$ cat src/common/rf_prot_params.svh
// Widths and depth of the protected register file
`ifndef RF_PROT_PARAMS_SVH
`define RF_PROT_PARAMS_SVH

// Stored data word
`define RF_DATA_W  32

// Six Hamming bits plus the overall parity bit
`define RF_CHECK_W 7

// Data bits in the low part, check bits on top
`define RF_CODE_W  39

`define RF_ADDR_W  5

// Words per replica
`define RF_DEPTH   32

`endif

$ cat src/common/rf_prot_pkg.sv
// Shared types of the protected register file
// Vector typedefs, decoder status and the Hamming position map
`include "rf_prot_params.svh"

package rf_prot_pkg;

    typedef logic [`RF_DATA_W-1:0]  rf_data_t;     // Stored data word
    typedef logic [`RF_CHECK_W-1:0] rf_check_t;    // SEC-DED checksum
    typedef logic [`RF_CODE_W-1:0]  rf_code_t;     // {check, data}
    typedef logic [`RF_ADDR_W-1:0]  rf_addr_t;     // Word address

    typedef enum logic [1:0] {
        DEC_OK        = 2'd0,                      // Clean codeword
        DEC_CORRECTED = 2'd1,                      // Single-bit error fixed
        DEC_UNCORR    = 2'd2                       // Double-bit error seen
    } dec_status_t;

    // Hamming position of data bit idx, powers of two are left to the check bits
    function automatic logic [`RF_CHECK_W-2:0] hamming_pos(input int unsigned idx);
        int unsigned            cnt;
        logic [`RF_CHECK_W-2:0] pos;
        cnt = 0;
        pos = '0;
        for (int p = 1; p < 2**(`RF_CHECK_W-1); p++) begin
            if ((p & (p - 1)) != 0) begin
                if (cnt == idx) begin
                    pos = (`RF_CHECK_W-1)'(p);
                end
                cnt++;
            end
        end
        return pos;
    endfunction

endpackage

$ cat src/logic/secded_encode.sv
// SEC-DED check bit generator
// Six Hamming parity bits and one overall parity bit over a data word
`include "rf_prot_params.svh"

module secded_encode (
    input  rf_prot_pkg::rf_data_t  data_i,     // Word to protect
    output rf_prot_pkg::rf_check_t check_o     // Check bits of the word
);
    import rf_prot_pkg::*;

    logic [`RF_CHECK_W-2:0] ham;               // Hamming parity bits

    // Each set data bit toggles the parity bits named by its position
    always_comb begin
        ham = '0;
        for (int k = 0; k < `RF_DATA_W; k++) begin
            if (data_i[k]) begin
                ham = ham ^ hamming_pos(k);
            end
        end
    end

    // Overall parity makes the whole codeword even
    assign check_o = {(^data_i) ^ (^ham), ham};

endmodule

$ cat src/rf_bank/rf_replica_voter.sv
// Voter over the two decoded replicas
// Picks the result word, raises the error flags and requests scrubbing
`include "rf_prot_params.svh"

module rf_replica_voter (
    input  rf_prot_pkg::rf_data_t    data_a_i,
    input  rf_prot_pkg::rf_data_t    data_b_i,
    input  rf_prot_pkg::dec_status_t status_a_i,
    input  rf_prot_pkg::dec_status_t status_b_i,
    output rf_prot_pkg::rf_data_t    rdata_o,       // Voted word
    output logic                     corr_o,        // Error seen and repaired
    output logic                     unrec_o,       // No trustworthy word
    output logic                     scrub_a_o,     // Rewrite replica A
    output logic                     scrub_b_o,     // Rewrite replica B
    output rf_prot_pkg::rf_code_t    scrub_code_o   // Repaired codeword
);
    import rf_prot_pkg::*;

    logic      usable_a;
    logic      usable_b;
    rf_check_t scrub_check;

    assign usable_a = (status_a_i != DEC_UNCORR);
    assign usable_b = (status_b_i != DEC_UNCORR);

    assign rdata_o = usable_a ? data_a_i : data_b_i;     // A has priority

    // Two usable replicas that disagree cannot be trusted either
    assign unrec_o = (!usable_a && !usable_b) ||
                     (usable_a && usable_b && (data_a_i != data_b_i));

    assign corr_o = !unrec_o && ((status_a_i != DEC_OK) || (status_b_i != DEC_OK));

    assign scrub_a_o = !unrec_o && (status_a_i != DEC_OK);
    assign scrub_b_o = !unrec_o && (status_b_i != DEC_OK);

    secded_encode m_scrub_enc (
        .data_i  (rdata_o),
        .check_o (scrub_check)
    );

    assign scrub_code_o = {scrub_check, rdata_o};

endmodule

$ cat config.mk
export PLATFORM = sky130hd
export DESIGN_NAME = rf_replica_voter
export DESIGN_NICKNAME = d
export VERILOG_FILES = /design/src/common/rf_prot_pkg.sv /design/src/logic/secded_encode.sv /design/src/rf_bank/rf_replica_voter.sv
export VERILOG_INCLUDE_DIRS = /design/src /design/src/common
export SDC_FILE = /design/constraint.sdc
export NUM_CORES = 1
export LEC_CHECK = 0
export BUFFER_PORTS_ARGS = -buffer_cell sky130_fd_sc_hd__clkbuf_2
export CAP_MARGIN = 0
export CORE_MARGIN = 2
export CORE_UTILIZATION = 44
export DETAILED_ROUTE_END_ITERATION = 10
export GPL_ROUTABILITY_DRIVEN = 0
export PLACE_DENSITY = 0.93
export SETUP_SLACK_MARGIN = 0.1
export SKIP_LAST_GASP = 1
export SYNTH_ARGS = -nofsm -noshare
export SYNTH_HDL_FRONTEND = slang
export SYNTH_HIERARCHICAL = 1
export SYNTH_SLANG_ARGS = --single-unit
$ cat constraint.sdc
create_clock -name vclk -period 6.5
set_input_delay 0.325 -clock vclk [all_inputs]
set_output_delay 0.325 -clock vclk [all_outputs]
set_load 0.01 [all_outputs]
==> run summary <==
sequential cell area: 0 um2
count of final max-slew check failures: 0
mapped cell area: 1700 um2
Cell variety after synth: 19
ports placed on the boundary: 143
number of buffers inserted for hold repair after clock tree synthesis: 0
GRT met2 Usage: 44.0%
floorplan core area: 3690 um2
count of buffers inserted at the top-level ports: 143
number of nets still failing antenna checks after routing: 0
biggest fanout along the worst timing path: 35
hold path depth: 4
peak supply drop: 0.403 mV
DP HPWL: 4350 um
number of antenna violations at the first check in global routing: 0
MaxCap Viol Count: 0
initial standard-cell utilization of the core: 46.0%
global-route wire length before repair: 7290 um
GRT busiest layer: met2
filler cell count in the final layout: 349
largest cells by area after synthesis: xnor2_1 33%, mux2_2 21%, buf_4 15%
number of instances in the placed design: 334
crit path capture type: primary output
power density normalized to cell area: 244 nW/um2
Yosys Warn Count: 6
count of sequential standard cells: 0
buffer count from post-CTS setup fixing: 0
Post-Synthesis Net Count: 247
maximum number of pins on one net before global-route repair: 36
crit share post-route: 56.3%
result of the run: complete, no violations
Initial DRT Pass Iterations: 4
count of vias placed by the detailed router: 1,599
final setup margin: 2840 ps
total of endpoints with negative setup slack in the final report: 0
Critical Path AT: 3330 ps
Chip Height: 66.1 um
number of buffers and inverters on the critical path: 2
worst hold endpoint: scrub_b_o
global-route total usage across every layer: 21.5%
critical path type: input pin to primary output
setup_tns: 0 ps
Hold Path Class: input pin to primary output
dominant delay contributor by cell family on the critical path: XOR/XNOR gates
most frequent cells in the layout: 143 x clkbuf_2, 64 x xnor2_1, 32 x mux2_2
worst slack, placed: 2830 ps
unrepaired setup endpoints after global routing: no
crit-path max cell delay: 660 ps
Site Rows: 22
vias in the first global route: 1,545
grt met3 use: 0.852%
leakage power total: 0.00112 uW
number of diodes: 0
max frequency: 273 MHz
required time reported for the critical path endpoint: 6170 ps
overall die area: 4370 um2
post-layout net count: 356
violation count after the first detailed-routing iteration: 41
Critical Path Slowest Stage Cell: nand2b_2
area share of the largest cell type after synthesis: 33.0%
Final Routed Wirelength: 4870 um
average instance area after synthesis: 9.48 um2
area added between synthesis and finish: 30.1%
fraction of final layout cells sized beyond drive strength 1: 63.6%
synthesized instance count: 179
ordered cell list for the critical path: clkbuf_2 > nand2b_2 > mux2_2 > xnor2_1 > xnor3_1 > xnor3_1 > xnor3_1 > xnor3_1 > clkbuf_2
aggregate global routing overflow: 0
DP Area: 2210 um2
non-filler instance count after layout: 334
DRC: 0
post-DR wirelength/cell: 14.6 um
Worst Setup Start Kind: input pin
measured slew at the worst slew-check pin: 820 ps
HP Start: status_b_i[0]
post-synthesis cell type with the largest combined area: xnor2_1
area of all placed cells without fillers: 2210 um2
final hold violations: 0
Total Power Consumption: 539 uW
fraction of the yosys area taken by sequential cells: 0%
max_slew headroom: 45.4%
detail-routed via count per cell: 4.79
number of clock buffers in the layout: 0
Chip Width: 66.1 um
most used cell, CP: xnor3_1
minimum period implied by the final worst setup slack: 3660 ps
post-cts sizing count: 0
most common library cell in the layout ignoring fill and taps: clkbuf_2
global-route track usage on met1: 25.0%
==> stage by stage <==
step                      utilization, %  hold WS, ps
after floorplan                        -          816
after global placement              59.8          984
after detailed placement            59.8          989
after CTS                           59.8          990
after global routing                59.8         1020
final                               59.8          997
==> Yosys cell counts (2+ instances only) <==
master and n:
a21oi_1 3, buf_4 35, inv_1 2, mux2_2 32, nand2b_1 2, nand4_1 8, nor2_1 3, nor4_1 2
xnor2_1 64, xnor2_2 3, xnor3_1 8, xor2_1 10
==> cell type report <==
class,instances,area (um2),share of cell area [%]
timing repair buffer,143,716,32.4
tap,48,60.1,2.72
inverter,2,7.51,0.340
multi-input combinational,141,1420,64.5
==> per-layer routing <==
layer / vias up / routed length, um
met5: - / 0
met1: 732 / 1890
met2: 77 / 2630
met4: 0 / 36
li1: 786 / -
met3: 4 / 303
==> cells by family after synthesis <==
group	count (synthesis)	synth area share [%]
simple gates	17	5.60
xor+xnor	88	55.6
mux	32	21.2
compound gates	4	1.33
buf+inv	38	16.2
==> power breakdown <==
group	internal [uW]	switching, uW
clock	0	0
combinational	296	243
sequential	0	0
==> how the worst max path moves through the flow <==
stage                             start                to  slack [ps]  depth (start not counted)
after CTS                 status_a_i[0]  scrub_code_o[38]        2820                          9
after global placement    status_a_i[0]  scrub_code_o[38]        2880                          9
after detailed placement  status_a_i[0]  scrub_code_o[38]        2830                          9
after floorplan           status_a_i[0]  scrub_code_o[38]        3440                          9
final                     status_a_i[0]  scrub_code_o[38]        2840                          9
after global routing      status_a_i[0]  scrub_code_o[38]        2690                          9
Power figures use the tool's default switching activity.
