===== config.mk =====
export PLATFORM = sky130hd
export DESIGN_NAME = rf_bank
export DESIGN_NICKNAME = d
export VERILOG_FILES = /design/src/common/rf_prot_pkg.sv /design/src/rf_bank/rf_bank.sv
export VERILOG_INCLUDE_DIRS = /design/src /design/src/common
export SDC_FILE = /design/constraint.sdc
export NUM_CORES = 2
export LEC_CHECK = 0
export CAP_MARGIN = 20
export CORE_ASPECT_RATIO = 1.75
export CORE_UTILIZATION = 47
export CTS_CLUSTER_DIAMETER = 30
export CTS_CLUSTER_SIZE = 24
export DETAILED_ROUTE_END_ITERATION = 6
export DONT_BUFFER_PORTS = 1
export GPL_TIMING_DRIVEN = 0
export HOLD_SLACK_MARGIN = 0.05
export SLEW_MARGIN = 20
export SYNTH_ARGS = -nofsm -noshare
export SYNTH_HDL_FRONTEND = slang
export SYNTH_SLANG_ARGS = --single-unit

===== constraint.sdc =====
create_clock -name s_clk_i -period 9.8 [get_ports s_clk_i]
set_input_delay 1.47 -clock s_clk_i [delete_from_list [all_inputs] [get_ports s_clk_i]]
set_output_delay 1.47 -clock s_clk_i [all_outputs]
set_load 0.05 [all_outputs]

===== src/common/rf_prot_params.svh =====
// Widths and depth of the protected register file
`ifndef RF_PROT_PARAMS_SVH
`define RF_PROT_PARAMS_SVH

// Stored data word
`define RF_DATA_W  32

// Six Hamming bits plus the overall parity bit
`define RF_CHECK_W 7

// Data bits in the low part, check bits on top
`define RF_CODE_W  39

`define RF_ADDR_W  5

// Words per replica
`define RF_DEPTH   32

`endif


===== src/common/rf_prot_pkg.sv =====
// Shared types of the protected register file
// Vector typedefs, decoder status and the Hamming position map
`include "rf_prot_params.svh"

package rf_prot_pkg;

    typedef logic [`RF_DATA_W-1:0]  rf_data_t;     // Stored data word
    typedef logic [`RF_CHECK_W-1:0] rf_check_t;    // SEC-DED checksum
    typedef logic [`RF_CODE_W-1:0]  rf_code_t;     // {check, data}
    typedef logic [`RF_ADDR_W-1:0]  rf_addr_t;     // Word address

    typedef enum logic [1:0] {
        DEC_OK        = 2'd0,                      // Clean codeword
        DEC_CORRECTED = 2'd1,                      // Single-bit error fixed
        DEC_UNCORR    = 2'd2                       // Double-bit error seen
    } dec_status_t;

    // Hamming position of data bit idx, powers of two are left to the check bits
    function automatic logic [`RF_CHECK_W-2:0] hamming_pos(input int unsigned idx);
        int unsigned            cnt;
        logic [`RF_CHECK_W-2:0] pos;
        cnt = 0;
        pos = '0;
        for (int p = 1; p < 2**(`RF_CHECK_W-1); p++) begin
            if ((p & (p - 1)) != 0) begin
                if (cnt == idx) begin
                    pos = (`RF_CHECK_W-1)'(p);
                end
                cnt++;
            end
        end
        return pos;
    endfunction

endpackage


===== src/rf_bank/rf_bank.sv =====
// One replica of the register file
// Codeword array with a single write port and a registered read port
`include "rf_prot_params.svh"

module rf_bank (
    input  logic                  s_clk_i,
    input  logic                  rst_n_i,     // Synchronous, active low
    input  logic                  we_i,        // Write enable
    input  logic                  re_i,        // Read enable
    input  rf_prot_pkg::rf_addr_t addr_i,      // Word address
    input  rf_prot_pkg::rf_code_t wcode_i,     // Codeword to store
    output rf_prot_pkg::rf_code_t rcode_o      // Codeword read last cycle
);
    import rf_prot_pkg::*;

    rf_code_t mem [`RF_DEPTH];

    // All-zero is a valid codeword, so a cleared bank decodes clean
    always_ff @(posedge s_clk_i) begin
        if (!rst_n_i) begin
            for (int i = 0; i < `RF_DEPTH; i++) begin
                mem[i] <= '0;
            end
        end else if (we_i) begin
            mem[addr_i] <= wcode_i;
        end
    end

    always_ff @(posedge s_clk_i) begin
        if (!rst_n_i) begin
            rcode_o <= '0;
        end else if (re_i) begin
            rcode_o <= mem[addr_i];              // Held until the next read
        end
    end

endmodule


==> summary by stage <==
GRT
The initial antenna violation count is 12. The met3 track demand over resource is between 8 and 9%. The first global-routing pass estimated 283 mm of wire. For this run, global-route usage on met1 was measured as 39.7%. The total track usage is 33.9%. The maximum number of pins on one net before global-route repair is 21. For met2 alone, demand over resource in global routing was a little under three fifths.

The number of global-route vias before repair is roughly 35,000. The global routing stage identified its most utilized layer as met2. Global routing finished with a remaining overflow of 0.

Critical path
The largest driver fanout on the critical path is 10. STA classifies the critical path endpoint as a flip-flop. On the worst path, the slowest cell contributes a delay of slightly below 0.8 ns.

The cell seen most often among critical-path stages is clkbuf_1. STA classifies the critical path startpoint as an input port. For this design, the slowest cell found on the critical path is clkbuf_1. At the worst endpoint, the required time is 10.44 ns.

The critical path arrival is around 4.7 ns. The critical path crosses 6 cells after its start point. Grouping stages by cell kind, the critical path spends the most delay in buffers and inverters. The start-to-end type of the worst setup path is in -> reg.

The critical path contains buffers and inverters numbering 3 combined. The depth of the most critical reg-to-reg path is 5. The critical path goes through buf_2 > nand4b_1 > nor2_1 > clkbuf_1 > clkbuf_1 > and2_1.

Detailed routing
The final antenna-violating net count is 0. Summing over every cut layer, the via total after detailed routing is 35,400. The number of vias per cell after detailed routing is between 5 and 6. The routed design has between 200 and 250 mm of wire. The wire length per cell after detailed routing is 35.1 um.

The detailed-router iteration count before antenna repair is 6. For this block, the initial DRC count from the detailed router was between 4,000 and 5,000. In the routed design, unresolved DRC markers number 0.

Placed design
The count of buffers from port buffering is 0. The weighted congestion reported at the end of routability-driven placement is between 1 and 1.5. The HPWL reported at the end of detailed placement is ~160 mm.

The worst slack after detailed placement is between 5 and 6 ns.

Clock network
The clock passes through at most 3 buffers. The post-cts gate resize count is 0. Clock-pin slew was measured on the worst setup and hold paths at 0.05 ns. The number of sinks on the clock net is between 1,000 and 1,500. The hold buffer count at cts is 0. For the worst-skew pair, the clock arrives at the later sink with an insertion delay of ~0.81 ns. The count of buffers added by post-CTS timing repair for setup is 0. The clock tree from TritonCTS is yes. The cell sitting at the root of the clock tree is a clkbuf_16. The H-tree depth reported by CTS is 4. The number of buffers created by CTS is 170.

Cells and area
The layout has slightly above 10,000 filler cells. The top cell types in the final layout, fill and taps aside, are and2_1 (1,252), edfxtp_1 (1,248), mux2i_1 (285). After the last flow step, the layout net total stands at approximately 4,200. The footprint of the multi-input gates is 0.0182 sq mm. The commonest non-fill, non-tap cell in the layout is and2_1. In the final layout, flip-flops and latches occupy 0.0383 sq mm. The proportion of layout cells with a drive suffix above 1 is ~17%. The area growth from synthesis to final layout is 17.5%.

Synthesis
The number of nets produced by synthesis is 3,956. Of all flip-flops after synthesis, the portion carrying an async set or reset was 0%. The number of synthesized flops with an enable pin is 1,248.

The count of mapped cells out of synthesis is roughly 4,000. The mapped netlist covers around 0.058 sq mm. Ranked by total cell area, the synthesized netlist is headed by edfxtp_1 (65%), and2_1 (14%), mux4_2 (6.6%). In this run, synthesis produced a sequential element count of about 1,300. The largest area contributor in the netlist is edfxtp_1. For this run, the number of Yosys warnings is 0. After synthesis, flip-flops and latches occupy about 66% of the total area. A synthesized cell averages around 15 sq um. The number of distinct standard cells referenced by the synthesized netlist is between 50 and 60. The share of the synthesized area in the top cell type is approximately two thirds. The commonest register cell after synthesis is edfxtp_1.

Timing
Measured against its own limit, the worst slew margin works out to around 22%. The worst path meets setup with 5.79 ns of slack. The number of endpoints failing setup at the final stage is 0. The number of max-slew violations in the final report was 0. Setup repair after global routing left no endpoint under its margin.

The worst path in the final design needs a cycle of around 4 ns, including I/O delays and setup. For the final database, setup skew stands at 0.0413 ns. The setup TNS is 0 ns.

The worst path uses 40.9% of the clock period. The final hold violation count is 0. The transition at the pin with the smallest max-transition slack is around 1.2 ns.

The highest clock frequency the design can meet is 250 MHz.

Run
The number of maximum-capacitance constraint violations is 0.

Floorplanning
The initialized floorplan defines between 150 and 200 standard-cell rows. The core region is around 0.12 sq mm. The top-level I/O count is 87. The initial utilization of the core area, before any placement, comes to 47.3%. The floorplan step defined a die boundary enclosing 0.125 sq mm. The die is about 470 um tall. From left edge to right edge, the die measures 267 um.

Outcome
The run finished with clean final reports.

Worst hold path
The worst hold path belongs to the class reg -> reg. The worst hold path cell count is 3.

Pwr
The power per cell area is about 200 mW/mm^2. The worst-case IR drop observed on VDD is 0.000135 V. The total leakage power is approximately 24 nW.
-- worst register-to-register path: cells and delay by family, from the launching register on --
family           cells  cell delay (ns)
multiplexers         1             0.52
AO/OA/AOI/OAI        3             0.95
AND/OR/NAND/NOR      1             0.10
flip-flops           1             0.37
-- area by class of cell --
cell class	instances	area share [%]
Multi-Input combinational cell	2233	26.7
Clock inverter	129	2.15
Antenna cell	8	0.0294
Timing Repair Buffer	67	2.66
Sequential cell	1287	56.2
Clock buffer	187	6.47
Buffer	388	2.76
Tap cell	1634	3.00
-- Yosys cell counts (2+ instances only) --
library cell	number
buf_1	2
mux2_2	2
a221oi_1	14
buf_6	20
a22o_1	11
nand2b_1	2
buf_12	2
nor2b_1	2
edfxtp_1	1248
mux4_2	169
buf_4	28
or4_1	17
nor2_1	48
nand3_1	4
a21oi_1	42
and2_0	2
a21o_1	8
nand2_1	32
nand4b_2	2
a41oi_1	4
and2_1	1252
or4b_1	2
a31oi_1	21
nand4bb_1	4
o21ai_0	114
buf_2	56
o221ai_1	12
o22ai_1	74
dfxtp_1	39
nand4b_1	2
clkbuf_1	250
mux2i_1	285
clkbuf_2	29
nor3_1	4
nor2_2	3
a22oi_1	63
nor4_1	10
or3_1	2
nand2_2	3
a221oi_2	10
-- power breakdown --
| group | switching, mW | internal (mW) |
|---|---|---|
| registers | 0.149 | 6.32 |
| logic | 0.691 | 0.355 |
| clock network | 2.56 | 3.86 |
-- logic make-up (layout without fill, tap and decap cells) --
family / count (synthesis) / after routing / share of synthesized area [%]
muxes: 456 / 456 / 11.5
buffers and inverters: 388 / 771 / 3.21
and+or+nand+nor: 1400 / 1400 / 15.0
AOI/OAI and AO/OA: 377 / 377 / 4.23
DFF: 1287 / 1287 / 66.0
other: 0 / 8 / 0
-- per-stage QoR --
step	util, %	hold WS [ns]	instances	power (mW)	cell area, sq um
2_1_floorplan	-	0.617	3908	7.08	57900
5_1_grt	55.5	0.780	5926	14.2	68000
6_report	55.5	0.736	5933	13.9	68100
4_1_cts	55.5	0.733	5925	13.9	68000
3_5_place_dp	50.7	0.719	5609	7.61	62200
3_3_place_gp	49.0	0.708	5542	7.54	60000
-- layer usage --
| layer | up-vias | share of wire [%] |
|---|---|---|
| met5 | - | 0.021 |
| met4 | 6 | 7.0 |
| met3 | 543 | 9.5 |
| met2 | 1910 | 49 |
| met1 | 18100 | 35 |
| li1 | 14900 | - |
-- path summary, 6_finish.rpt --
| path | end | slack, ns | start |
|---|---|---|---|
| worst min-delay path | rcode_o[5]$_SDFFE_PN0P_ | 0.74 | mem[27][5]$_SDFFCE_PN0P_ |
| worst min register to register | rcode_o[5]$_SDFFE_PN0P_ | 0.74 | mem[27][5]$_SDFFCE_PN0P_ |
| worst max register to register | rcode_o[0]$_SDFFE_PN0P_ | 7.75 | mem[7][0]$_SDFFCE_PN0P_ |
| worst max-delay path | mem[13][29]$_SDFFCE_PN0P_ | 5.79 | rst_n_i |
-- flip-flops by register name, indices dropped and copies added, names as in the netlist --
register	flops
rcode_o	39
mem	1248
No activity file was read; power rests on OpenSTA's default activity.
