===== src/common/rf_prot_params.svh =====
// Widths and depth of the protected register file
`ifndef RF_PROT_PARAMS_SVH
`define RF_PROT_PARAMS_SVH

// Stored data word
`define RF_DATA_W  32

// Six Hamming bits plus the overall parity bit
`define RF_CHECK_W 7

// Data bits in the low part, check bits on top
`define RF_CODE_W  39

`define RF_ADDR_W  5

// Words per replica
`define RF_DEPTH   32

`endif


===== src/common/rf_prot_pkg.sv =====
// Shared types of the protected register file
// Vector typedefs, decoder status and the Hamming position map
`include "rf_prot_params.svh"

package rf_prot_pkg;

    typedef logic [`RF_DATA_W-1:0]  rf_data_t;     // Stored data word
    typedef logic [`RF_CHECK_W-1:0] rf_check_t;    // SEC-DED checksum
    typedef logic [`RF_CODE_W-1:0]  rf_code_t;     // {check, data}
    typedef logic [`RF_ADDR_W-1:0]  rf_addr_t;     // Word address

    typedef enum logic [1:0] {
        DEC_OK        = 2'd0,                      // Clean codeword
        DEC_CORRECTED = 2'd1,                      // Single-bit error fixed
        DEC_UNCORR    = 2'd2                       // Double-bit error seen
    } dec_status_t;

    // Hamming position of data bit idx, powers of two are left to the check bits
    function automatic logic [`RF_CHECK_W-2:0] hamming_pos(input int unsigned idx);
        int unsigned            cnt;
        logic [`RF_CHECK_W-2:0] pos;
        cnt = 0;
        pos = '0;
        for (int p = 1; p < 2**(`RF_CHECK_W-1); p++) begin
            if ((p & (p - 1)) != 0) begin
                if (cnt == idx) begin
                    pos = (`RF_CHECK_W-1)'(p);
                end
                cnt++;
            end
        end
        return pos;
    endfunction

endpackage


===== src/logic/secded_encode.sv =====
// SEC-DED check bit generator
// Six Hamming parity bits and one overall parity bit over a data word
`include "rf_prot_params.svh"

module secded_encode (
    input  rf_prot_pkg::rf_data_t  data_i,     // Word to protect
    output rf_prot_pkg::rf_check_t check_o     // Check bits of the word
);
    import rf_prot_pkg::*;

    logic [`RF_CHECK_W-2:0] ham;               // Hamming parity bits

    // Each set data bit toggles the parity bits named by its position
    always_comb begin
        ham = '0;
        for (int k = 0; k < `RF_DATA_W; k++) begin
            if (data_i[k]) begin
                ham = ham ^ hamming_pos(k);
            end
        end
    end

    // Overall parity makes the whole codeword even
    assign check_o = {(^data_i) ^ (^ham), ham};

endmodule


===== src/logic/secded_decode.sv =====
// SEC-DED decoder
// Syndrome from recomputed check bits, single-bit correction and
// double-bit detection
`include "rf_prot_params.svh"

module secded_decode (
    input  rf_prot_pkg::rf_code_t    code_i,      // Stored codeword
    output rf_prot_pkg::rf_data_t    data_o,      // Corrected data
    output rf_prot_pkg::dec_status_t status_o     // Decode result
);
    import rf_prot_pkg::*;

    rf_data_t               data_rx;
    rf_check_t              check_rx;
    rf_check_t              check_calc;
    logic [`RF_CHECK_W-1:0] syndrome;             // Overall parity error on top
    rf_data_t               flip_mask;            // Data bit named by the syndrome

    assign data_rx  = code_i[`RF_DATA_W-1:0];
    assign check_rx = code_i[`RF_CODE_W-1:`RF_DATA_W];

    secded_encode m_enc (
        .data_i  (data_rx),
        .check_o (check_calc)
    );

    assign syndrome[`RF_CHECK_W-2:0] = check_calc[`RF_CHECK_W-2:0] ^ check_rx[`RF_CHECK_W-2:0];
    assign syndrome[`RF_CHECK_W-1]   = ^code_i;   // Odd when an odd number of bits flipped

    always_comb begin
        for (int k = 0; k < `RF_DATA_W; k++) begin
            flip_mask[k] = (hamming_pos(k) == syndrome[`RF_CHECK_W-2:0]);
        end
    end

    always_comb begin
        data_o   = data_rx;
        status_o = DEC_OK;
        if (syndrome != '0) begin
            if (!syndrome[`RF_CHECK_W-1]) begin
                status_o = DEC_UNCORR;                 // Even parity, two bits flipped
            end else if (syndrome[`RF_CHECK_W-2:0] < `RF_CODE_W) begin
                data_o   = data_rx ^ flip_mask;        // No data bit hit for check bit errors
                status_o = DEC_CORRECTED;
            end else begin
                // Position outside the codeword, so more than one bit is wrong
                status_o = DEC_UNCORR;
            end
        end
    end

endmodule


===== config.mk =====
export PLATFORM = sky130hd
export DESIGN_NAME = secded_decode
export DESIGN_NICKNAME = d
export VERILOG_FILES = /design/src/common/rf_prot_pkg.sv /design/src/logic/secded_encode.sv /design/src/logic/secded_decode.sv
export VERILOG_INCLUDE_DIRS = /design/src /design/src/common
export SDC_FILE = /design/constraint.sdc
export NUM_CORES = 1
export LEC_CHECK = 0
export ABC_AREA = 1
export BUFFER_PORTS_ARGS = -buffer_cell sky130_fd_sc_hd__buf_4
export CAP_MARGIN = 30
export CORE_ASPECT_RATIO = 1.2
export CORE_UTILIZATION = 40
export DETAILED_ROUTE_END_ITERATION = 12
export MAX_ROUTING_LAYER = met4
export SLEW_MARGIN = 10
export SYNTH_ARGS = -nofsm -noshare
export SYNTH_HDL_FRONTEND = slang
export SYNTH_SLANG_ARGS = --single-unit

===== constraint.sdc =====
create_clock -name vclk -period 3.2
set_input_delay 0.64 -clock vclk [all_inputs]
set_output_delay 0.64 -clock vclk [all_outputs]
set_load 0.02 [all_outputs]

==> results of run 1 <==
[placed cells by master, fill, tap and decap left out, drive strengths merged]
| cell type | count |
|---|---|
| nand4 | 2 |
| nand3b | 8 |
| nor2 | 36 |
| nand3 | 65 |
| inv | 69 |
| xnor2 | 19 |
| or2 | 1 |
| buf | 135 |
| clkbuf | 4 |
| xor2 | 20 |
| o21ai | 2 |
| nand2 | 302 |
[final timing paths]
kind                      to  slack, ns
setup / recovery   data_o[2]      -0.06
hold / removal    data_o[24]       1.60
[power by group]
group          leakage (nW)  internal [mW]  switching, mW  total [mW]
clock network             0              0              0           0
logic                  2.59          0.774           1.02        1.79
registers                 0              0              0           0
total                  2.59          0.774           1.02        1.79
[per-layer routing]
layer / vias up / track usage / part of all wire
met5: - / - / 0
met4: 0 / 0.05070 / 0.038
met3: 28 / 0.007973 / 0.040
met2: 110 / 0.5190 / 0.52
met1: 1674 / 0.3252 / 0.40
li1: 1873 / - / -
[cell type report]
| cell class | count | area (um2) | share of cell area |
|---|---|---|---|
| Multi-Input combinational cell | 455 | 2853 | 0.6139 |
| Tap cell | 82 | 102.6 | 0.02208 |
| Timing Repair Buffer | 139 | 1413 | 0.3040 |
| Inverter | 69 | 279.0 | 0.06004 |
[worst max-delay path, stage by stage]
cell and delay, ns:
buf_4 0.14, xnor2_2 0.17, nand2_1 0.08, nand2_2 0.13, inv_2 0.06, nand2_2 0.07
nand2_2 0.07, nand2_2 0.08, nand2_2 0.06, nand2_2 0.08, nand2_2 0.08, inv_2 0.08
nand2_4 0.06, nor2_4 0.28, clkbuf_16 0.22, nand2_1 0.05, nand2_1 0.07, nand2_1 0.07
buf_6 0.13
[logic make-up (layout without fill, tap and decap cells)]
logic type / count (synthesis) / in the layout / share of synthesized area
buffers and inverters: 81 / 208 / 0.1436
xor gates and xnor gates: 39 / 39 / 0.1366
and+or+nand+nor: 414 / 414 / 0.7157
AOI/OAI and AO/OA: 2 / 2 / 0.004000
[repair_timing]
action,CTS,global route
gates resized for setup,27,238
pin swaps,4,75
setup buffers,0,18
gates cloned,0,5
setup endpoints to repair,26,34
==> flow_metrics.env, run 1 <==
export IMPL_core_um2=6051
export IMPL_die_area_um2=6571
export IMPL_fin_crit_sh=1.019
export IMPL_final_hold_viol_count=0
export IMPL_ys_top_cells_by_count="nand2_1, inv_1, nand3_1, nor2_1, xor2_1"
export IMPL_synth_top_area_cell="nand2_1"
export IMPL_status="complete, but fails checks"
export IMPL_dpl_hpwl_mm=7.543
export IMPL_crit_start="code_i[20]"
export IMPL_design_area_um2=4647
export IMPL_initial_core_util=0.4132
export IMPL_seq_cells=0
export IMPL_post_place_cells=722
export IMPL_post_place_ws_ns=-0.1316
export IMPL_min_path_type="in -> out"
export IMPL_cp_arrival_ns=2.62
export IMPL_drt_iter0_markers=179
export IMPL_drt_first_pass_iters=4
export IMPL_synthToLayoutAreaGrowth_pct=85.89
export IMPL_drc=0
export IMPL_placed_cell_area_um2=3448
export IMPL_grt_usage=0.2766
export IMPL_port_buffers=73
export IMPL_grt_pass1_wl_mm=13.50
export IMPL_vias=3685
export IMPL_synth_cell_type_count=22
export IMPL_grt_max_degree=23
export IMPL_utilization=0.7680
export IMPL_ant_nets=0
export IMPL_setup_viol_count_final=19
export IMPL_drv_slew=0
export IMPL_min_delay_start="code_i[24]"
export IMPL_cp_start_kind="input port"
export IMPL_wl_per_cell_um=13.99
export IMPL_setup_slack_ns=-0.06225
export IMPL_antenna_cells=0
export IMPL_place_gp_congestion=0.9674
export IMPL_ctsHoldBuffers=0
export IMPL_whs_path_depth=4
export IMPL_yosys_warnings=0
export IMPL_final_min_clock_period_ns=3.262
export IMPL_cp_end_kind="output port"
export IMPL_fp_row_count=31
export IMPL_ios=73
export IMPL_crit_required_ns=2.56
export IMPL_fmax_ghz=0.3065
export IMPL_seq_area_um2=0
export IMPL_violations="setup timing"
export IMPL_criticalPathCategory="in -> out"
export IMPL_ys_seq_area_frac=0
export IMPL_wl_mm=10.42
export IMPL_syn_nets=575
export IMPL_layout_drive_gt1_share=0.5038
export IMPL_grt_pass1_vias=2937
export IMPL_die_x_um=74.17
export IMPL_netlist_area_um2=2500
export IMPL_whs_ns=1.598
export IMPL_synth_area_leaders="nand2_1, nand3_1, inv_1"
export IMPL_fin_nets=704
export IMPL_grt_ovfl_total=0
export IMPL_vdd_drop_max_mv=0.1876
export IMPL_powerDensity_nw_per_um2=385.6
export IMPL_slew_headroom=0.7910
export IMPL_maxCapViolCount=0
export IMPL_leakage_nw=2.588
export IMPL_synthMostInstantiatedCell="nand2_1"
export IMPL_tightest_slew_ns=0.3128
export IMPL_antenna_found_initial=0
export IMPL_instances_no_fill=745
export IMPL_postSynthCellCount=536
export IMPL_synth_top_area_share=0.4384
export IMPL_nFillCells=516
export IMPL_synth_avg_cell_area_um2=4.664
export IMPL_die_y_um=88.60
export IMPL_setup_tns_ns=-0.4394
export IMPL_rsz0062_at_grt="true"
export IMPL_fin_total_pwr_mw=1.792
export IMPL_vias_per_cell=4.946
export IMPL_n_clock_buffer=0
export IMPL_worstPathMaxFanout=6
Power figures use the tool's default switching activity.
==> inputs of run 2 (changes only) <==
--- a/config.mk
+++ b/config.mk
@@ -13,6 +13,7 @@
 export CORE_UTILIZATION = 40
 export DETAILED_ROUTE_END_ITERATION = 12
 export MAX_ROUTING_LAYER = met4
+export SETUP_SLACK_MARGIN = 0.5
 export SLEW_MARGIN = 10
 export SYNTH_ARGS = -nofsm -noshare
 export SYNTH_HDL_FRONTEND = slang
==> run 2 against run 1 <==
The run still ends with setup timing left. Non-clock buffer count down 9. Core utilization up 8.4 points. Critical path depth down 2. Clock-buffer cell count unchanged. Global-route usage up 3.4 points. Fmax up 0.45%. Cell area up 11%. Setup slack better by 0.015 ns. Combinational power up 16%. Critical path type unchanged. Critical endpoint is now data_o[16]. Largest cell class unchanged.
==> flow_metrics.env, run 2 (synthesis gave the netlist of run 1 again) <==
export IMPL_fp_row_count=31
export IMPL_instances_no_fill=737
export IMPL_cp_end_kind="output port"
export IMPL_grt_pass1_wl_mm=15.23
export IMPL_antenna_cells=0
export IMPL_drv_slew=0
export IMPL_drt_iter0_markers=159
export IMPL_ctsHoldBuffers=0
export IMPL_n_clock_buffer=0
export IMPL_cpMostUsedCell="nand2_2"
export IMPL_nFillCells=349
export IMPL_p_sw_mw=1.180
export IMPL_drt_first_pass_iters=4
export IMPL_layout_commonest_cell="nand2_1"
export IMPL_grt_ovfl_total=0
export IMPL_cpPeakStageDelay_ns=0.27
export IMPL_synthToLayoutAreaGrowth_pct=106.2
export IMPL_maxCapViolCount=0
export IMPL_setup_tns_ns=-0.2533
export IMPL_p_clk_frac=0
export IMPL_port_buffers=73
export IMPL_drc=0
export IMPL_crit_chain="buf_4 > inv_2 > nor2_4 > nor2_4 > xnor2_2 > or2_1 > nand3_2 > nand2_2 > inv_2 > nand3_2 > nor2_4 > buf_6 > clkbuf_16 > nand2_2 > nand2_2 > nand2_2 > buf_6"
export IMPL_final_min_clock_period_ns=3.247
export IMPL_dpl_hpwl_mm=7.637
export IMPL_cp_slowest_cell="or2_1"
export IMPL_grt_max_degree=16
export IMPL_vias=3849
export IMPL_min_path_type="in -> out"
export IMPL_cp_arrival_ns=2.61
export IMPL_path_buf_inv=6
export IMPL_initial_core_util=0.4132
export IMPL_power_share_combinational=1.000
export IMPL_ios=73
export IMPL_tightest_slew_ns=0.2968
export IMPL_final_hold_viol_count=0
export IMPL_post_place_ws_ns=-0.1694
export IMPL_setup_viol_count_final=13
export IMPL_vias_per_cell=5.223
export IMPL_slew_headroom=0.8007
export IMPL_crit_family="simple AND/OR/NAND/NOR gates"
export IMPL_layout_common_cells="nand2_1, nand2_2, buf_6"
export IMPL_grt_usage=0.3107
export IMPL_criticalPathCategory="in -> out"
export IMPL_wl_per_cell_um=15.82
export IMPL_wl_mm=11.66
export IMPL_rsz0062_at_grt="true"
export IMPL_setup_slack_ns=-0.04749
export IMPL_post_place_cells=705
export IMPL_die_area_um2=6571
export IMPL_p_sw_frac=0.5699
export IMPL_ant_nets=0
export IMPL_die_y_um=88.60
export IMPL_fin_nets=696
export IMPL_antenna_found_initial=0
export IMPL_seq_power_share=0
export IMPL_seq_cells=0
export IMPL_power_internal_mw=0.8904
export IMPL_crit_required_ns=2.56
export IMPL_grt_pass1_vias=3222
export IMPL_core_um2=6051
export IMPL_powerDensity_nw_per_um2=401.7
export IMPL_fmax_ghz=0.3079
export IMPL_leakage_nw=2.612
export IMPL_seq_area_um2=0
export IMPL_fin_crit_sh=1.015
export IMPL_layout_drive_gt1_share=0.6183
export IMPL_cp_start_kind="input port"
export IMPL_vdd_drop_max_mv=0.2507
export IMPL_status="complete, but fails checks"
export IMPL_place_gp_congestion=0.9112
export IMPL_worstPathMaxFanout=7
export IMPL_violations="setup timing"
export IMPL_die_x_um=74.17
==> run 2: final cells by class <==
cell class	instances	area, um2	area share
Timing Repair Buffer	130	1501	0.2913
Inverter	69	311.5	0.06045
Multi-Input combinational cell	456	3238	0.6283
Tap cell	82	102.6	0.01991
==> run 2: final timing paths <==
path	start	endpoint	slack (ns)	cells past startpoint
hold / removal	code_i[14]	data_o[14]	1.57	4
setup / recovery	code_i[28]	data_o[16]	-0.05	17
==> run 2: layer usage <==
layer | up-vias | routed length [um] | global-route usage
met4 | 0 | 516 | 0.08741
met3 | 37 | 615 | 0.01595
met5 | - | 0 | -
met1 | 1800 | 4358 | 0.3619
met2 | 149 | 6166 | 0.5678
li1 | 1863 | - | -
==> run 2: power groups by stage <==
| stage | Sequential, mW | Combinational (mW) | Clock, mW |
|---|---|---|---|
| floorplan | 0 | 0.969 | 0 |
| global placement | 0 | 1.32 | 0 |
| detailed placement | 0 | 1.34 | 0 |
| CTS | 0 | 1.71 | 0 |
| global route | 0 | 2.17 | 0 |
| finish | 0 | 2.07 | 0 |
==> run 2: timing repair <==
item                                    in CTS  in global routing
pin swaps                                   61                 91
endpoints found under the setup margin      34                 34
resized for setup                          128                182
buffers inserted                            14                 11
gates cloned                                 5                  2
==> run 2: metrics by stage <==
stage	utilization	cell area [um2]	power, mW	hold WS (ns)
floorplan	-	2917	0.9688	1.422
global placement	0.6028	3647	1.320	1.613
detailed placement	0.6028	3647	1.340	1.618
CTS	0.7163	4334	1.714	1.596
global route	0.8517	5154	2.174	1.592
finish	0.8517	5154	2.070	1.572
