===== src/common/rf_prot_params.svh =====
// Widths and depth of the protected register file
`ifndef RF_PROT_PARAMS_SVH
`define RF_PROT_PARAMS_SVH

// Stored data word
`define RF_DATA_W  32

// Six Hamming bits plus the overall parity bit
`define RF_CHECK_W 7

// Data bits in the low part, check bits on top
`define RF_CODE_W  39

`define RF_ADDR_W  5

// Words per replica
`define RF_DEPTH   32

`endif


===== src/common/rf_prot_pkg.sv =====
// Shared types of the protected register file
// Vector typedefs, decoder status and the Hamming position map
`include "rf_prot_params.svh"

package rf_prot_pkg;

    typedef logic [`RF_DATA_W-1:0]  rf_data_t;     // Stored data word
    typedef logic [`RF_CHECK_W-1:0] rf_check_t;    // SEC-DED checksum
    typedef logic [`RF_CODE_W-1:0]  rf_code_t;     // {check, data}
    typedef logic [`RF_ADDR_W-1:0]  rf_addr_t;     // Word address

    typedef enum logic [1:0] {
        DEC_OK        = 2'd0,                      // Clean codeword
        DEC_CORRECTED = 2'd1,                      // Single-bit error fixed
        DEC_UNCORR    = 2'd2                       // Double-bit error seen
    } dec_status_t;

    // Hamming position of data bit idx, powers of two are left to the check bits
    function automatic logic [`RF_CHECK_W-2:0] hamming_pos(input int unsigned idx);
        int unsigned            cnt;
        logic [`RF_CHECK_W-2:0] pos;
        cnt = 0;
        pos = '0;
        for (int p = 1; p < 2**(`RF_CHECK_W-1); p++) begin
            if ((p & (p - 1)) != 0) begin
                if (cnt == idx) begin
                    pos = (`RF_CHECK_W-1)'(p);
                end
                cnt++;
            end
        end
        return pos;
    endfunction

endpackage


===== src/logic/secded_encode.sv =====
// SEC-DED check bit generator
// Six Hamming parity bits and one overall parity bit over a data word
`include "rf_prot_params.svh"

module secded_encode (
    input  rf_prot_pkg::rf_data_t  data_i,     // Word to protect
    output rf_prot_pkg::rf_check_t check_o     // Check bits of the word
);
    import rf_prot_pkg::*;

    logic [`RF_CHECK_W-2:0] ham;               // Hamming parity bits

    // Each set data bit toggles the parity bits named by its position
    always_comb begin
        ham = '0;
        for (int k = 0; k < `RF_DATA_W; k++) begin
            if (data_i[k]) begin
                ham = ham ^ hamming_pos(k);
            end
        end
    end

    // Overall parity makes the whole codeword even
    assign check_o = {(^data_i) ^ (^ham), ham};

endmodule


===== src/logic/rf_access_ctrl.sv =====
// Request sequencer of the protected register file
// Four-phase req/ack FSM, write encoding with error injection,
// result latching and scrub write-back
`include "rf_prot_params.svh"

module rf_access_ctrl (
    input  logic                  s_clk_i,
    input  logic                  rst_n_i,
    input  logic                  req_i,           // Request, held until ack
    input  logic                  we_i,            // Write when high, read when low
    input  rf_prot_pkg::rf_addr_t addr_i,
    input  rf_prot_pkg::rf_data_t wdata_i,
    input  rf_prot_pkg::rf_code_t inj_a_mask_i,    // Bits to flip in replica A
    input  rf_prot_pkg::rf_code_t inj_b_mask_i,    // Bits to flip in replica B
    output logic                  ack_o,
    output rf_prot_pkg::rf_data_t rdata_o,
    output logic                  corr_o,
    output logic                  unrec_o,
    input  rf_prot_pkg::rf_data_t v_rdata_i,       // Voter result
    input  logic                  v_corr_i,
    input  logic                  v_unrec_i,
    input  logic                  scrub_a_i,
    input  logic                  scrub_b_i,
    input  rf_prot_pkg::rf_code_t scrub_code_i,
    output logic                  bank_we_a_o,
    output logic                  bank_we_b_o,
    output logic                  bank_re_o,
    output rf_prot_pkg::rf_addr_t bank_addr_o,
    output rf_prot_pkg::rf_code_t bank_wcode_a_o,
    output rf_prot_pkg::rf_code_t bank_wcode_b_o
);
    import rf_prot_pkg::*;

    typedef enum logic [1:0] {
        IDLE,       // Waiting for req_i
        ACCESS,     // Write done, or read issued to the banks
        RESULT,     // Voter output valid from the registered codewords
        ACK         // Result held until req_i drops
    } ctrl_state_t;

    ctrl_state_t state_q;
    ctrl_state_t state_d;
    logic        accept;
    logic        scrub_en;
    logic        we_q;
    rf_addr_t    addr_q;
    rf_check_t   wcheck;
    rf_code_t    wcode;
    rf_data_t    rdata_q;
    logic        corr_q;
    logic        unrec_q;

    assign accept   = (state_q == IDLE) && req_i;
    assign scrub_en = (state_q == RESULT) && !we_q;  // Write-back on the edge into ACK

    always_comb begin
        state_d = state_q;
        case (state_q)
            IDLE:    if (req_i) state_d = ACCESS;
            ACCESS:  state_d = RESULT;
            RESULT:  state_d = ACK;
            ACK:     if (!req_i) state_d = IDLE;
            default: state_d = IDLE;
        endcase
    end

    always_ff @(posedge s_clk_i) begin
        if (!rst_n_i) begin
            state_q <= IDLE;
            we_q    <= 1'b0;
        end else begin
            state_q <= state_d;
            if (accept) begin
                we_q <= we_i;
            end
        end
    end

    always_ff @(posedge s_clk_i) begin
        if (accept) begin
            addr_q <= addr_i;
        end
    end

    // Write data is encoded once, each replica gets its own mask
    secded_encode m_wr_enc (
        .data_i  (wdata_i),
        .check_o (wcheck)
    );

    assign wcode = {wcheck, wdata_i};

    assign bank_we_a_o    = (accept && we_i) || (scrub_en && scrub_a_i);
    assign bank_we_b_o    = (accept && we_i) || (scrub_en && scrub_b_i);
    assign bank_re_o      = (state_q == ACCESS) && !we_q;
    assign bank_addr_o    = (state_q == IDLE) ? addr_i : addr_q;
    assign bank_wcode_a_o = (state_q == IDLE) ? (wcode ^ inj_a_mask_i) : scrub_code_i;
    assign bank_wcode_b_o = (state_q == IDLE) ? (wcode ^ inj_b_mask_i) : scrub_code_i;

    // Flags follow the last read, a write clears them
    always_ff @(posedge s_clk_i) begin
        if (!rst_n_i) begin
            corr_q  <= 1'b0;
            unrec_q <= 1'b0;
        end else if (state_q == RESULT) begin
            corr_q  <= !we_q && v_corr_i;
            unrec_q <= !we_q && v_unrec_i;
        end
    end

    always_ff @(posedge s_clk_i) begin
        if (scrub_en) begin
            rdata_q <= v_rdata_i;    // Stays put while the scrub rewrites the bank
        end
    end

    assign ack_o   = (state_q == ACK);
    assign rdata_o = rdata_q;
    assign corr_o  = corr_q;
    assign unrec_o = unrec_q;

endmodule


===== config.mk =====
export PLATFORM = sky130hd
export DESIGN_NAME = rf_access_ctrl
export DESIGN_NICKNAME = d
export VERILOG_FILES = /design/src/common/rf_prot_pkg.sv /design/src/logic/secded_encode.sv /design/src/logic/rf_access_ctrl.sv
export VERILOG_INCLUDE_DIRS = /design/src /design/src/common
export SDC_FILE = /design/constraint.sdc
export NUM_CORES = 1
export LEC_CHECK = 0
export ABC_AREA = 1
export BUFFER_PORTS_ARGS = -buffer_cell sky130_fd_sc_hd__buf_2
export CORE_AREA = 2 2 122 124
export DETAILED_ROUTE_END_ITERATION = 10
export DIE_AREA = 0 0 124 126
export GPL_ROUTABILITY_DRIVEN = 0
export GPL_TIMING_DRIVEN = 1
export PLACE_DENSITY = 0.67
export RECOVER_POWER = 50
export SLEW_MARGIN = 20
export SYNTH_ARGS = -nofsm -noshare
export SYNTH_HDL_FRONTEND = slang
export SYNTH_HIERARCHICAL = 1
export SYNTH_SLANG_ARGS = --single-unit

===== constraint.sdc =====
create_clock -name s_clk_i -period 4 [get_ports s_clk_i]
set_input_delay 0.8 -clock s_clk_i [delete_from_list [all_inputs] [get_ports s_clk_i]]
set_output_delay 0.8 -clock s_clk_i [all_outputs]
set_load 0.02 [all_outputs]

==> results of run 1 <==
[kinds of logic (layout without fill, tap and decap cells)]
group	after synthesis	in the layout	synth area share
adders and majority gates	4	4	0.0106
AOI/OAI and AO/OA	160	160	0.190
DFF	42	42	0.256
buffers and inverters	206	507	0.170
xor gates and xnor gates	34	34	0.0660
other	0	1	0
and+or+nand+nor	364	364	0.307
[layer usage]
layer / global-route usage / up-vias
met4: 0.0549 / 0
li1: - / 3135
met3: 0.0299 / 16
met1: 0.197 / 2415
met2: 0.361 / 210
met5: 0 / -
[cell usage after synthesis]
library cell / instances
a21o_1: 1
a21oi_1: 3
buf_2: 19
buf_4: 2
clkbuf_1: 1
clkbuf_2: 2
dfxtp_1: 5
edfxtp_1: 37
ha_1: 4
inv_1: 177
inv_2: 5
nand2_1: 312
nand2_2: 11
nand2_4: 2
nand3_1: 26
nor2_1: 10
nor2_2: 2
nor2_4: 1
o21ai_0: 65
o21ai_1: 13
o22ai_1: 78
xnor2_1: 16
xor2_1: 16
xor2_2: 2
[worst min path at each step]
| stage | from | to | slack [ps] | depth (start not counted) |
|---|---|---|---|---|
| after floorplan | we_q | we_q | 460 | 2 |
| final | unrec_o | unrec_o | 470 | 2 |
| after CTS | corr_o | corr_o | 470 | 2 |
| after detailed placement | corr_o | corr_o | 460 | 2 |
| after global placement | corr_o | corr_o | 450 | 2 |
| after global routing | unrec_o | unrec_o | 490 | 2 |
[power by group]
part | switching (W) | internal (W)
logic | 0.00141 | 0.000707
clock network | 0.000166 | 0.000233
registers | 0.0000232 | 0.000560
[area by class of cell]
cell class | instances | area (um^2)
Clock buffer | 5 | 125
Sequential cell | 42 | 1210
Inverter | 182 | 683
Fill cell | 1555 | 7740
Antenna cell | 1 | 2.50
Tap cell | 184 | 230
Clock inverter | 3 | 23.8
Multi-Input combinational cell | 562 | 2740
Timing Repair Buffer | 317 | 1560
[sequential cells by signal, summed over array words and instances, names as in the netlist]
register,cells
corr_o,1
addr_q,5
we_q,1
rdata_o,32
state_q,2
unrec_o,1
[worst reg2reg max path: stages (launching register included)]
cell	delay, ps
dfxtp_1	340
inv_1	130
ha_4	330
buf_12	310
inv_1	210
nand2_1	90
nand2_1	70
nor2_1	80
nor2_1	50
[metrics by stage]
| step | area, um^2 | setup WS, ps |
|---|---|---|
| finish | 6570 | 341 |
| global route | 6570 | 35.1 |
| CTS | 6620 | 342 |
| detailed placement | 6470 | 340 |
| global placement | 6470 | 381 |
| floorplan | 4740 | 710 |
==> qor.yml, run 1 <==
ant_nets: 0
start_kind: "input pin"
drc: 0
tightest_slew_ps: 454
reg2reg_to: "state_q[0]"
cp_common_cell: "nand2_1"
wl_per_cell_um: 11.5
htree_levels: 2
cp_max_fo: 8
grt_max_degree: 85
grt_pass1_vias: 5239
drt-initial-drc-count: 200
total_power_w: 0.00310
portBuffers: 314
cts_sinks: 42
slowest_stage: "a21o_1"
overflow: 0
met3WireLength_um: 1210
reg2regPathDepth: 8
crit_chain: "buf_2 > inv_1 > nand2_1 > nand2_1 > nand2_1 > a21o_1 > nand2_1 > inv_1 > nand2_1 > nand2_1 > nand2_1 > nand2_1 > inv_1 > nand2_1 > nand2_1 > nand2_1 > nand2_1 > o21ai_0 > o22ai_1 > buf_2"
synthCells: 810
firstDrtPassIters: 4
cts.path.max_buffers: 2
dieWidth_um: 124
grt_pass1_wl_um: 23400
status: "finished, final reports clean"
startpoint: "wdata_i[17]"
slew_headroom: 0.697
synth_area_per_cell_um2: 5.85
cp_num_cells: 20
final-setup-viol-count: 0
cts_resized: 0
yosysSeqAreaShare: 0.256
clk_latency_ps: 280
antenna_found_initial: 1
via_count: 5776
fin_crit_sh: 0.915
finClkSkew_ps: 4.74
critPathRequiredTime_ps: 3200
ir_drop_uv: 250
crit_arrival_ps: 2860
p_leak_nw: 4.07
die_h_um: 126
layout.nets: 1308
stdcell_count: 1296
cap_violations: 0
routed.top_layer: "met4"
fmax_ghz: 0.273
synthTopCellsByArea: "nand2_1 (25%), edfxtp_1 (23%), inv_1 (14%)"
cts_buffers: 5
core.rowCount: 44
power.density_nw_per_um2: 471
layout.cells.most_common: "nand2_1"
hold_viol: 0
cts_tree: "yes"
core_area_um2: 14300
syn_nets: 1008
rsz0062_at_grt: "no"
yosysTopAreaCellShare: 0.247
finalCriticalPeriod_ps: 3660
dieArea_um2: 15600
grt.total_usage: 0.184
hold_ws_ps: 469
cpPeakStageDelay_ps: 190
wl_met2_um: 7570
critPathCapture: "bank_wcode_b_o[38]"
synth_cell_types: 24
finalWirelength_um: 14900
yosysTopAreaCell: "nand2_1"
synth_seq_cells: 42
worstHoldPathType: "reg2reg"
end_kind: "output port"
path_clk_slew_ps: 60
final_cell_mix: "nand2_1 (311), buf_2 (275), inv_1 (177)"
clockRootBuffer: "clkbuf_16"
synth-warning-count: 6
final_util: 0.459
m1WireLength_um: 5840
vias_per_cell: 4.46
cts_setup_buffers: 0
cpLargestDelayFamily: "simple AND/OR/NAND/NOR gates"
setup-tns-final_ps: 0
crit_type: "in2out"
slew_violations: 0
boundaryPins: 315
drive_above_1_share: 0.281
area_growth_pct: 38.8
initial_core_util: 0.331
r2r-start: "state_q[0]"
crit_buf_inv: 5
dp.cells: 1287
dp_hpwl_um: 12600
cts_hold_buf: 0
synth_area_um2: 4740
regToRegSetupSlack_ps: 2300
Power figures use the tool's default switching activity.
==> inputs of run 2 (changes only) <==
--- a/config.mk
+++ b/config.mk
@@ -6,14 +6,13 @@
 export SDC_FILE = /design/constraint.sdc
 export NUM_CORES = 1
 export LEC_CHECK = 0
-export ABC_AREA = 1
 export BUFFER_PORTS_ARGS = -buffer_cell sky130_fd_sc_hd__buf_2
-export CORE_AREA = 2 2 122 124
+export CORE_AREA = 2 2 121 123
 export DETAILED_ROUTE_END_ITERATION = 10
-export DIE_AREA = 0 0 124 126
+export DIE_AREA = 0 0 123 125
 export GPL_ROUTABILITY_DRIVEN = 0
 export GPL_TIMING_DRIVEN = 1
-export PLACE_DENSITY = 0.67
+export PLACE_DENSITY = 0.58
 export RECOVER_POWER = 50
 export SLEW_MARGIN = 20
 export SYNTH_ARGS = -nofsm -noshare
==> run 2 against run 1 <==
Register-to-register slack lost 970 ps. Critical path type unchanged. Clock-buffer cell count grew 3. Core utilization shrank 7.9 points. The run now ends with capacitance limit, slew limit left. Synthesized area shrank 26%. Combinational power grew 55%.
==> qor.yml, run 2 <==
status: "finished, violations left"  # was finished, final reports clean
violations: "capacitance limit, slew limit"
final_area_um2: 5410  # was 6570 um^2
final-setup-viol-count: 0  # unchanged
synth_cell_types: 28  # was 24
ant_nets: 0  # unchanged
dieArea_um2: 15400  # was 15600 um^2
cts_setup_buffers: 0  # unchanged
finalWirelength_um: 12000  # was 14900 um
crit_type: "in2out"  # unchanged
wl_met2_um: 6150  # was 7570 um
portBuffers: 314  # unchanged
synth_most_common_cell: "xnor2_1"  # was nand2_1
path_clk_slew_ps: 60  # about the same
cp_max_fo: 4  # was 8
routed.top_layer: "met4"  # unchanged
power.density_nw_per_um2: 805  # was 471 nW/um^2
synth_area_per_cell_um2: 10.3  # was 5.85 um^2
slew_violations: 33  # was 0
synth-warning-count: 6  # unchanged
yosysSeqAreaShare: 0.347  # was 0.256
fillerInstances: 1524  # was 1555
stdcell_count: 843  # was 1296
firstDrtPassIters: 4  # unchanged
rsz0062_at_grt: "no"  # unchanged
initial_core_util: 0.246  # was 0.331
syn_nets: 536  # was 1008
place_area_um2: 5290  # was 6470 um^2
p_leak_nw: 2.45  # was 4.07 nW
cts_sinks: 42  # unchanged
core.rowCount: 44  # unchanged
total_power_w: 0.00435  # was 0.00310 W
synth-main-ff-cell: "edfxtp_1"  # unchanged
clockRootBuffer: "clkbuf_16"  # unchanged
slew_headroom: -0.170  # was 0.697
clk_latency_ps: 280  # about the same
via_count: 3536  # was 5776
yosysTopAreaCellShare: 0.318  # was 0.247
synth-edff-count: 37  # unchanged
drc: 0  # unchanged
cts_buffers: 5  # unchanged
drive_above_1_share: 0.461  # was 0.281
cts.path.max_buffers: 2  # unchanged
worstHoldPathType: "reg2reg"  # unchanged
start_kind: "input pin"  # unchanged
grt_max_degree: 70  # was 85
yosysTopAreaCell: "edfxtp_1"  # was nand2_1
synth_area_um2: 3490  # was 4740 um^2
largest_reg_flops: 32  # unchanged
layout.cells.most_common: "buf_2"  # was nand2_1
dp_hpwl_um: 10200  # was 12600 um
ir_drop_uv: 443  # was 250 uV
dp.cells: 835  # was 1287
final_util: 0.381  # was 0.459
antenna_found_initial: 0  # was 1
grt.total_usage: 0.144  # was 0.184
final_cell_mix: "buf_2 (273), xnor2_1 (106), a21oi_1 (78)"  # was nand2_1 (311), buf_2 (275), inv_1 (177)
vias_per_cell: 4.19  # was 4.46
grt_pass1_wl_um: 17100  # was 23400 um
fin_crit_sh: 0.976  # was 0.915
area_growth_pct: 54.8  # was 38.8%
fmax_ghz: 0.256  # was 0.273 GHz
drt-initial-drc-count: 79  # was 200
end_kind: "output port"  # unchanged
m1WireLength_um: 5000  # was 5840 um
dieWidth_um: 123  # was 124 um
critPathRequiredTime_ps: 3200  # about the same
synth_common_cells: "xnor2_1 (108), a21oi_1 (78), nor2_1 (39), edfxtp_1 (37), xor2_1 (12)"  # was nand2_1 (312), inv_1 (177), o22ai_1 (78), o21ai_0 (65), edfxtp_1 (37)
tightest_slew_ps: 1750  # was 454 ps
synthCells: 338  # was 810
overflow: 0  # unchanged
cts_tree: "yes"  # unchanged
synthTopCellsByArea: "edfxtp_1 (32%), xnor2_1 (27%), a21oi_1 (11%)"  # was nand2_1 (25%), edfxtp_1 (23%), inv_1 (14%)
die_h_um: 125  # was 126 um
layout.nets: 856  # was 1308
met3WireLength_um: 780  # was 1210 um
cap_violations: 1  # was 0
core_area_um2: 14200  # was 14300 um^2
synth_seq_cells: 42  # unchanged
grt_pass1_vias: 3284  # was 5239
finalCriticalPeriod_ps: 3910  # was 3660 ps
wl_per_cell_um: 14.2  # was 11.5 um
htree_levels: 2  # unchanged
async_flop_share: 0  # unchanged
regToRegSetupSlack_ps: 1330  # was 2300 ps
finClkSkew_ps: 2.60  # was 4.74 ps
hold_viol: 0  # unchanged
boundaryPins: 315  # unchanged
crit_arrival_ps: 3110  # was 2860 ps
hold_ws_ps: 483  # was 469 ps
antennaDiodeCount: 0  # was 1
run 2: logic make-up (layout without fill, tap and decap cells):
logic type | Yosys count | count (layout) | share of synthesized area
buf+inv | 17 | 338 | 0.0412
compound gates | 86 | 86 | 0.130
xor+xnor | 133 | 133 | 0.382
simple gates | 49 | 49 | 0.0591
fa+ha+maj | 4 | 4 | 0.0143
mux | 7 | 7 | 0.0262
flops | 42 | 42 | 0.347
run 2: power breakdown:
group	switching [W]	total, W	internal (W)
Combinational	0.00205	0.00329	0.00124
Clock	0.000157	0.000427	0.000270
Sequential	0.0000318	0.000633	0.000601
run 2: repair_timing:
action	4_1_cts	5_1_grt
cloned	0	0
pin swaps	0	2
hold buffers	0	0
setup endpoints to repair	2	2
gates resized for setup	1	4
run 2: per-layer routing:
metal | global-route usage | up-vias
met5 | 0 | -
met4 | 0.0227 | 0
met3 | 0.0201 | 7
met2 | 0.273 | 152
met1 | 0.173 | 1579
li1 | - | 1798
run 2: cell type report:
cell class / instances / area [um^2] / share of cell area
sequential: 42 / 1210 / 0.224
timing repair buffer: 327 / 1630 / 0.302
clock buffer: 8 / 158 / 0.0292
inverter: 3 / 11.3 / 0.00208
tap: 184 / 230 / 0.0426
multi-input combinational: 279 / 2160 / 0.400
run 2: through the flow:
step           setup TNS [ps]  setup WS [ps]
2_1_floorplan               0            213
3_3_place_gp            -3.62          -3.62
3_5_place_dp            -17.5          -17.5
4_1_cts                     0           26.6
5_1_grt                     0          0.784
6_report                    0           94.7
run 2: path summary, 6_finish.rpt:
path / from / endpoint / cells past startpoint
min: corr_o / corr_o / 2
max: wdata_i[1] / bank_wcode_a_o[38] / 9
max reg2reg: state_q[0] / rdata_o[24] / 4
min reg2reg: corr_o / corr_o / 2
run 2: critical path: stages:
cell and delay [ps]:
buf_2 170, xnor3_1 380, xnor2_1 180, xnor3_2 450
xnor3_1 350, xor3_2 290, xnor2_1 150, a21oi_1 170
buf_4 170
==> inputs of run 3 (changes only) <==
--- a/config.mk
+++ b/config.mk
@@ -7,15 +7,14 @@
 export NUM_CORES = 1
 export LEC_CHECK = 0
 export BUFFER_PORTS_ARGS = -buffer_cell sky130_fd_sc_hd__buf_2
-export CORE_AREA = 2 2 121 123
+export CORE_AREA = 2 2 122 124
 export DETAILED_ROUTE_END_ITERATION = 10
-export DIE_AREA = 0 0 123 125
+export DIE_AREA = 0 0 124 126
 export GPL_ROUTABILITY_DRIVEN = 0
 export GPL_TIMING_DRIVEN = 1
-export PLACE_DENSITY = 0.58
+export PLACE_DENSITY = 0.59
 export RECOVER_POWER = 50
 export SLEW_MARGIN = 20
 export SYNTH_ARGS = -nofsm -noshare
 export SYNTH_HDL_FRONTEND = slang
-export SYNTH_HIERARCHICAL = 1
 export SYNTH_SLANG_ARGS = --single-unit
==> run 3 against run 2 <==
The run still ends with capacitance limit, slew limit left. First-iteration DRC count increased by 1.3%. Clock-buffer cell count decreased by 2. Flip-flop and latch count unchanged. Sequential power increased by 0.8%.
==> qor.yml, run 3 <==
setup-tns-final_ps: 0  # unchanged
end_kind: "output port"  # unchanged
layout.cells.most_common: "buf_2"  # unchanged
routed.top_layer: "met5"  # was met4
worstHoldPathType: "reg2reg"  # unchanged
final-setup-viol-count: 0  # unchanged
core.rowCount: 44  # unchanged
cp_num_cells: 9  # unchanged
cpLargestDelayFamily: "XOR/XNOR gates"  # unchanged
start_kind: "input pin"  # unchanged
hold_viol: 0  # unchanged
yosysSeqAreaShare: 0.334  # was 0.347
slowest_stage: "xnor3_4"  # was xnor3_2
status: "finished, violations left"  # unchanged
cp_max_fo: 4  # unchanged
synth_area_um2: 3630  # was 3490 um^2
crit_arrival_ps: 3120  # was 3110 ps
final_cell_mix: "buf_2 (277), xnor2_1 (98), a21oi_1 (72)"  # was buf_2 (273), xnor2_1 (106), a21oi_1 (78)
area_growth_pct: 53.6  # was 54.8%
finClkSkew_ps: 3.15  # was 2.60 ps
synth_seq_cells: 42  # unchanged
synth-main-ff-cell: "edfxtp_1"  # unchanged
vias_per_cell: 4.22  # was 4.19
fmax_ghz: 0.255  # was 0.256 GHz
yosys.area_share.simple: 0.0576  # was 0.0591
power.density_nw_per_um2: 802  # was 805 nW/um^2
p_leak_nw: 2.57  # was 2.45 nW
synth_compound_area_frac: 0.121  # was 0.130
die_h_um: 126  # was 125 um
portBuffers: 314  # unchanged
dieWidth_um: 124  # was 123 um
violations: "capacitance limit, slew limit"  # unchanged
cap_violations: 1  # unchanged
fin_crit_sh: 0.981  # was 0.976
ir_drop_uv: 655  # was 443 uV
antennaDiodeCount: 0  # unchanged
tightest_slew_ps: 1850  # was 1750 ps
synthXorXnorAreaFrac: 0.407  # was 0.382
finalCriticalPeriod_ps: 3920  # was 3910 ps
total_power_w: 0.00447  # was 0.00435 W
met3WireLength_um: 1430  # was 780 um
layout.nets: 863  # was 856
place_area_um2: 5430  # was 5290 um^2
grt_pass1_vias: 3474  # was 3284
grt_pass1_wl_um: 18200  # was 17100 um
yosysTopAreaCellShare: 0.306  # was 0.318
synth_top_family_by_area: "XOR/XNOR gates"  # unchanged
synth_fa_ha_area_frac: 0.0138  # was 0.0143
boundaryPins: 315  # unchanged
cts_hold_buf: 0  # unchanged
drt-initial-drc-count: 80  # was 79
initial_core_util: 0.253  # was 0.246
grt.total_usage: 0.156  # was 0.144
htree_levels: 2  # unchanged
final_area_um2: 5570  # was 5410 um^2
antenna_found_initial: 1  # was 0
crit_type: "in2out"  # unchanged
synth-warning-count: 0  # was 6
async_flop_share: 0  # unchanged
synth_common_cells: "xnor2_1 (101), a21oi_1 (72), edfxtp_1 (37), nor2_1 (35), clkbuf_1 (16)"  # was xnor2_1 (108), a21oi_1 (78), nor2_1 (39), edfxtp_1 (37), xor2_1 (12)
slew_headroom: -0.232  # was -0.170
crit_chain: "buf_2 > buf_4 > xnor2_2 > xnor3_4 > xnor2_1 > xnor3_1 > xnor3_1 > mux2_2 > buf_2"  # was buf_2 > xnor3_1 > xnor2_1 > xnor3_2 > xnor3_1 > xor3_2 > xnor2_1 > a21oi_1 > buf_4
finalWirelength_um: 12900  # was 12000 um
cpPeakStageDelay_ps: 480  # was 450 ps
firstDrtPassIters: 4  # unchanged
overflow: 0  # unchanged
wl_per_cell_um: 15.2  # was 14.2 um
clockRootBuffer: "clkbuf_16"  # unchanged
synth_cell_types: 30  # was 28
crit_buf_inv: 3  # was 2
cts.path.max_buffers: 2  # unchanged
via_count: 3591  # was 3536
synthTopCellsByArea: "edfxtp_1 (31%), xnor2_1 (24%), a21oi_1 (9.9%)"  # was edfxtp_1 (32%), xnor2_1 (27%), a21oi_1 (11%)
ant_nets: 0  # unchanged
path_clk_slew_ps: 60  # about the same
synth_area_per_cell_um2: 10.3  # about the same
drc: 0  # unchanged
synth-edff-count: 37  # unchanged
reg2regPathDepth: 6  # was 4
critPathRequiredTime_ps: 3200  # about the same
grt_max_degree: 65  # was 70
wl_met2_um: 6860  # was 6150 um
synth_most_common_cell: "xnor2_1"  # unchanged
cts_tree: "yes"  # unchanged
drive_above_1_share: 0.489  # was 0.461
clk_latency_ps: 280  # about the same
slew_violations: 37  # was 33
dp_hpwl_um: 11200  # was 10200 um
muxShareOfSynthArea: 0.0245  # was 0.0262
cts_sinks: 42  # unchanged
m1WireLength_um: 4530  # was 5000 um
syn_nets: 551  # was 536
dieArea_um2: 15600  # was 15400 um^2
rsz0062_at_grt: "no"  # unchanged
core_area_um2: 14300  # was 14200 um^2
largest_reg_flops: 32  # unchanged
min_path_cells: 1  # was 2
cts_buffers: 5  # unchanged
synthCells: 353  # was 338
yosysTopAreaCell: "edfxtp_1"  # unchanged
[run 3: area by class of cell]
cell class                      count  area [um^2]
Inverter                            4         15.0
Multi-Input combinational cell    280         2320
Clock buffer                        6          129
Sequential cell                    42         1210
Tap cell                          184          230
Fill cell                        1518         8740
Clock inverter                      2         8.76
Timing Repair Buffer              332         1660
[run 3: stage by stage]
| step | setup slack, ps | util | cells | hold WS (ps) |
|---|---|---|---|---|
| 3_3_place_gp | 65.1 | 0.379 | 840 | 567 |
| 4_1_cts | 52.8 | 0.389 | 848 | 568 |
| 5_1_grt | 1.70 | 0.389 | 850 | 586 |
| 6_report | 75.0 | 0.389 | 850 | 562 |
| 3_5_place_dp | 64.8 | 0.379 | 840 | 554 |
| 2_1_floorplan | 278 | - | 353 | 502 |
[run 3: final timing paths]
path | from | endpoint | slack (ps)
max reg2reg | state_q[0] | corr_o | 1390
min reg2reg | state_q[0] | state_q[0] | 560
min | state_q[0] | state_q[0] | 560
max | wdata_i[20] | bank_wcode_b_o[38] | 80
[run 3: cell families (layout without fill, tap and decap cells)]
group                      Yosys count  in the layout
xor gates and xnor gates           135            135
AOI/OAI and AO/OA                   84             84
and+or+nand+nor                     49             49
DFF                                 42             42
buffers and inverters               31            344
muxes                                8              8
adders and majority gates            4              4
[run 3: timing repair]
action | CTS | global route
gates resized for setup | 0 | 5
endpoints found under the setup margin | 0 | 2
buffers inserted | 0 | 2
[run 3: where the power goes]
part / leakage [nW] / switching (W) / internal [W]
Sequential: 0.380 / 0.0000338 / 0.000604
Combinational: 2.12 / 0.00211 / 0.00134
Clock: 0.0683 / 0.000153 / 0.000228
Total: 2.57 / 0.00230 / 0.00217
[run 3: metal layers]
metal,vias up,GRT usage
met3,10,0.0453
met2,198,0.306
li1,1804,-
met5,-,0
met4,2,0.0311
met1,1577,0.159
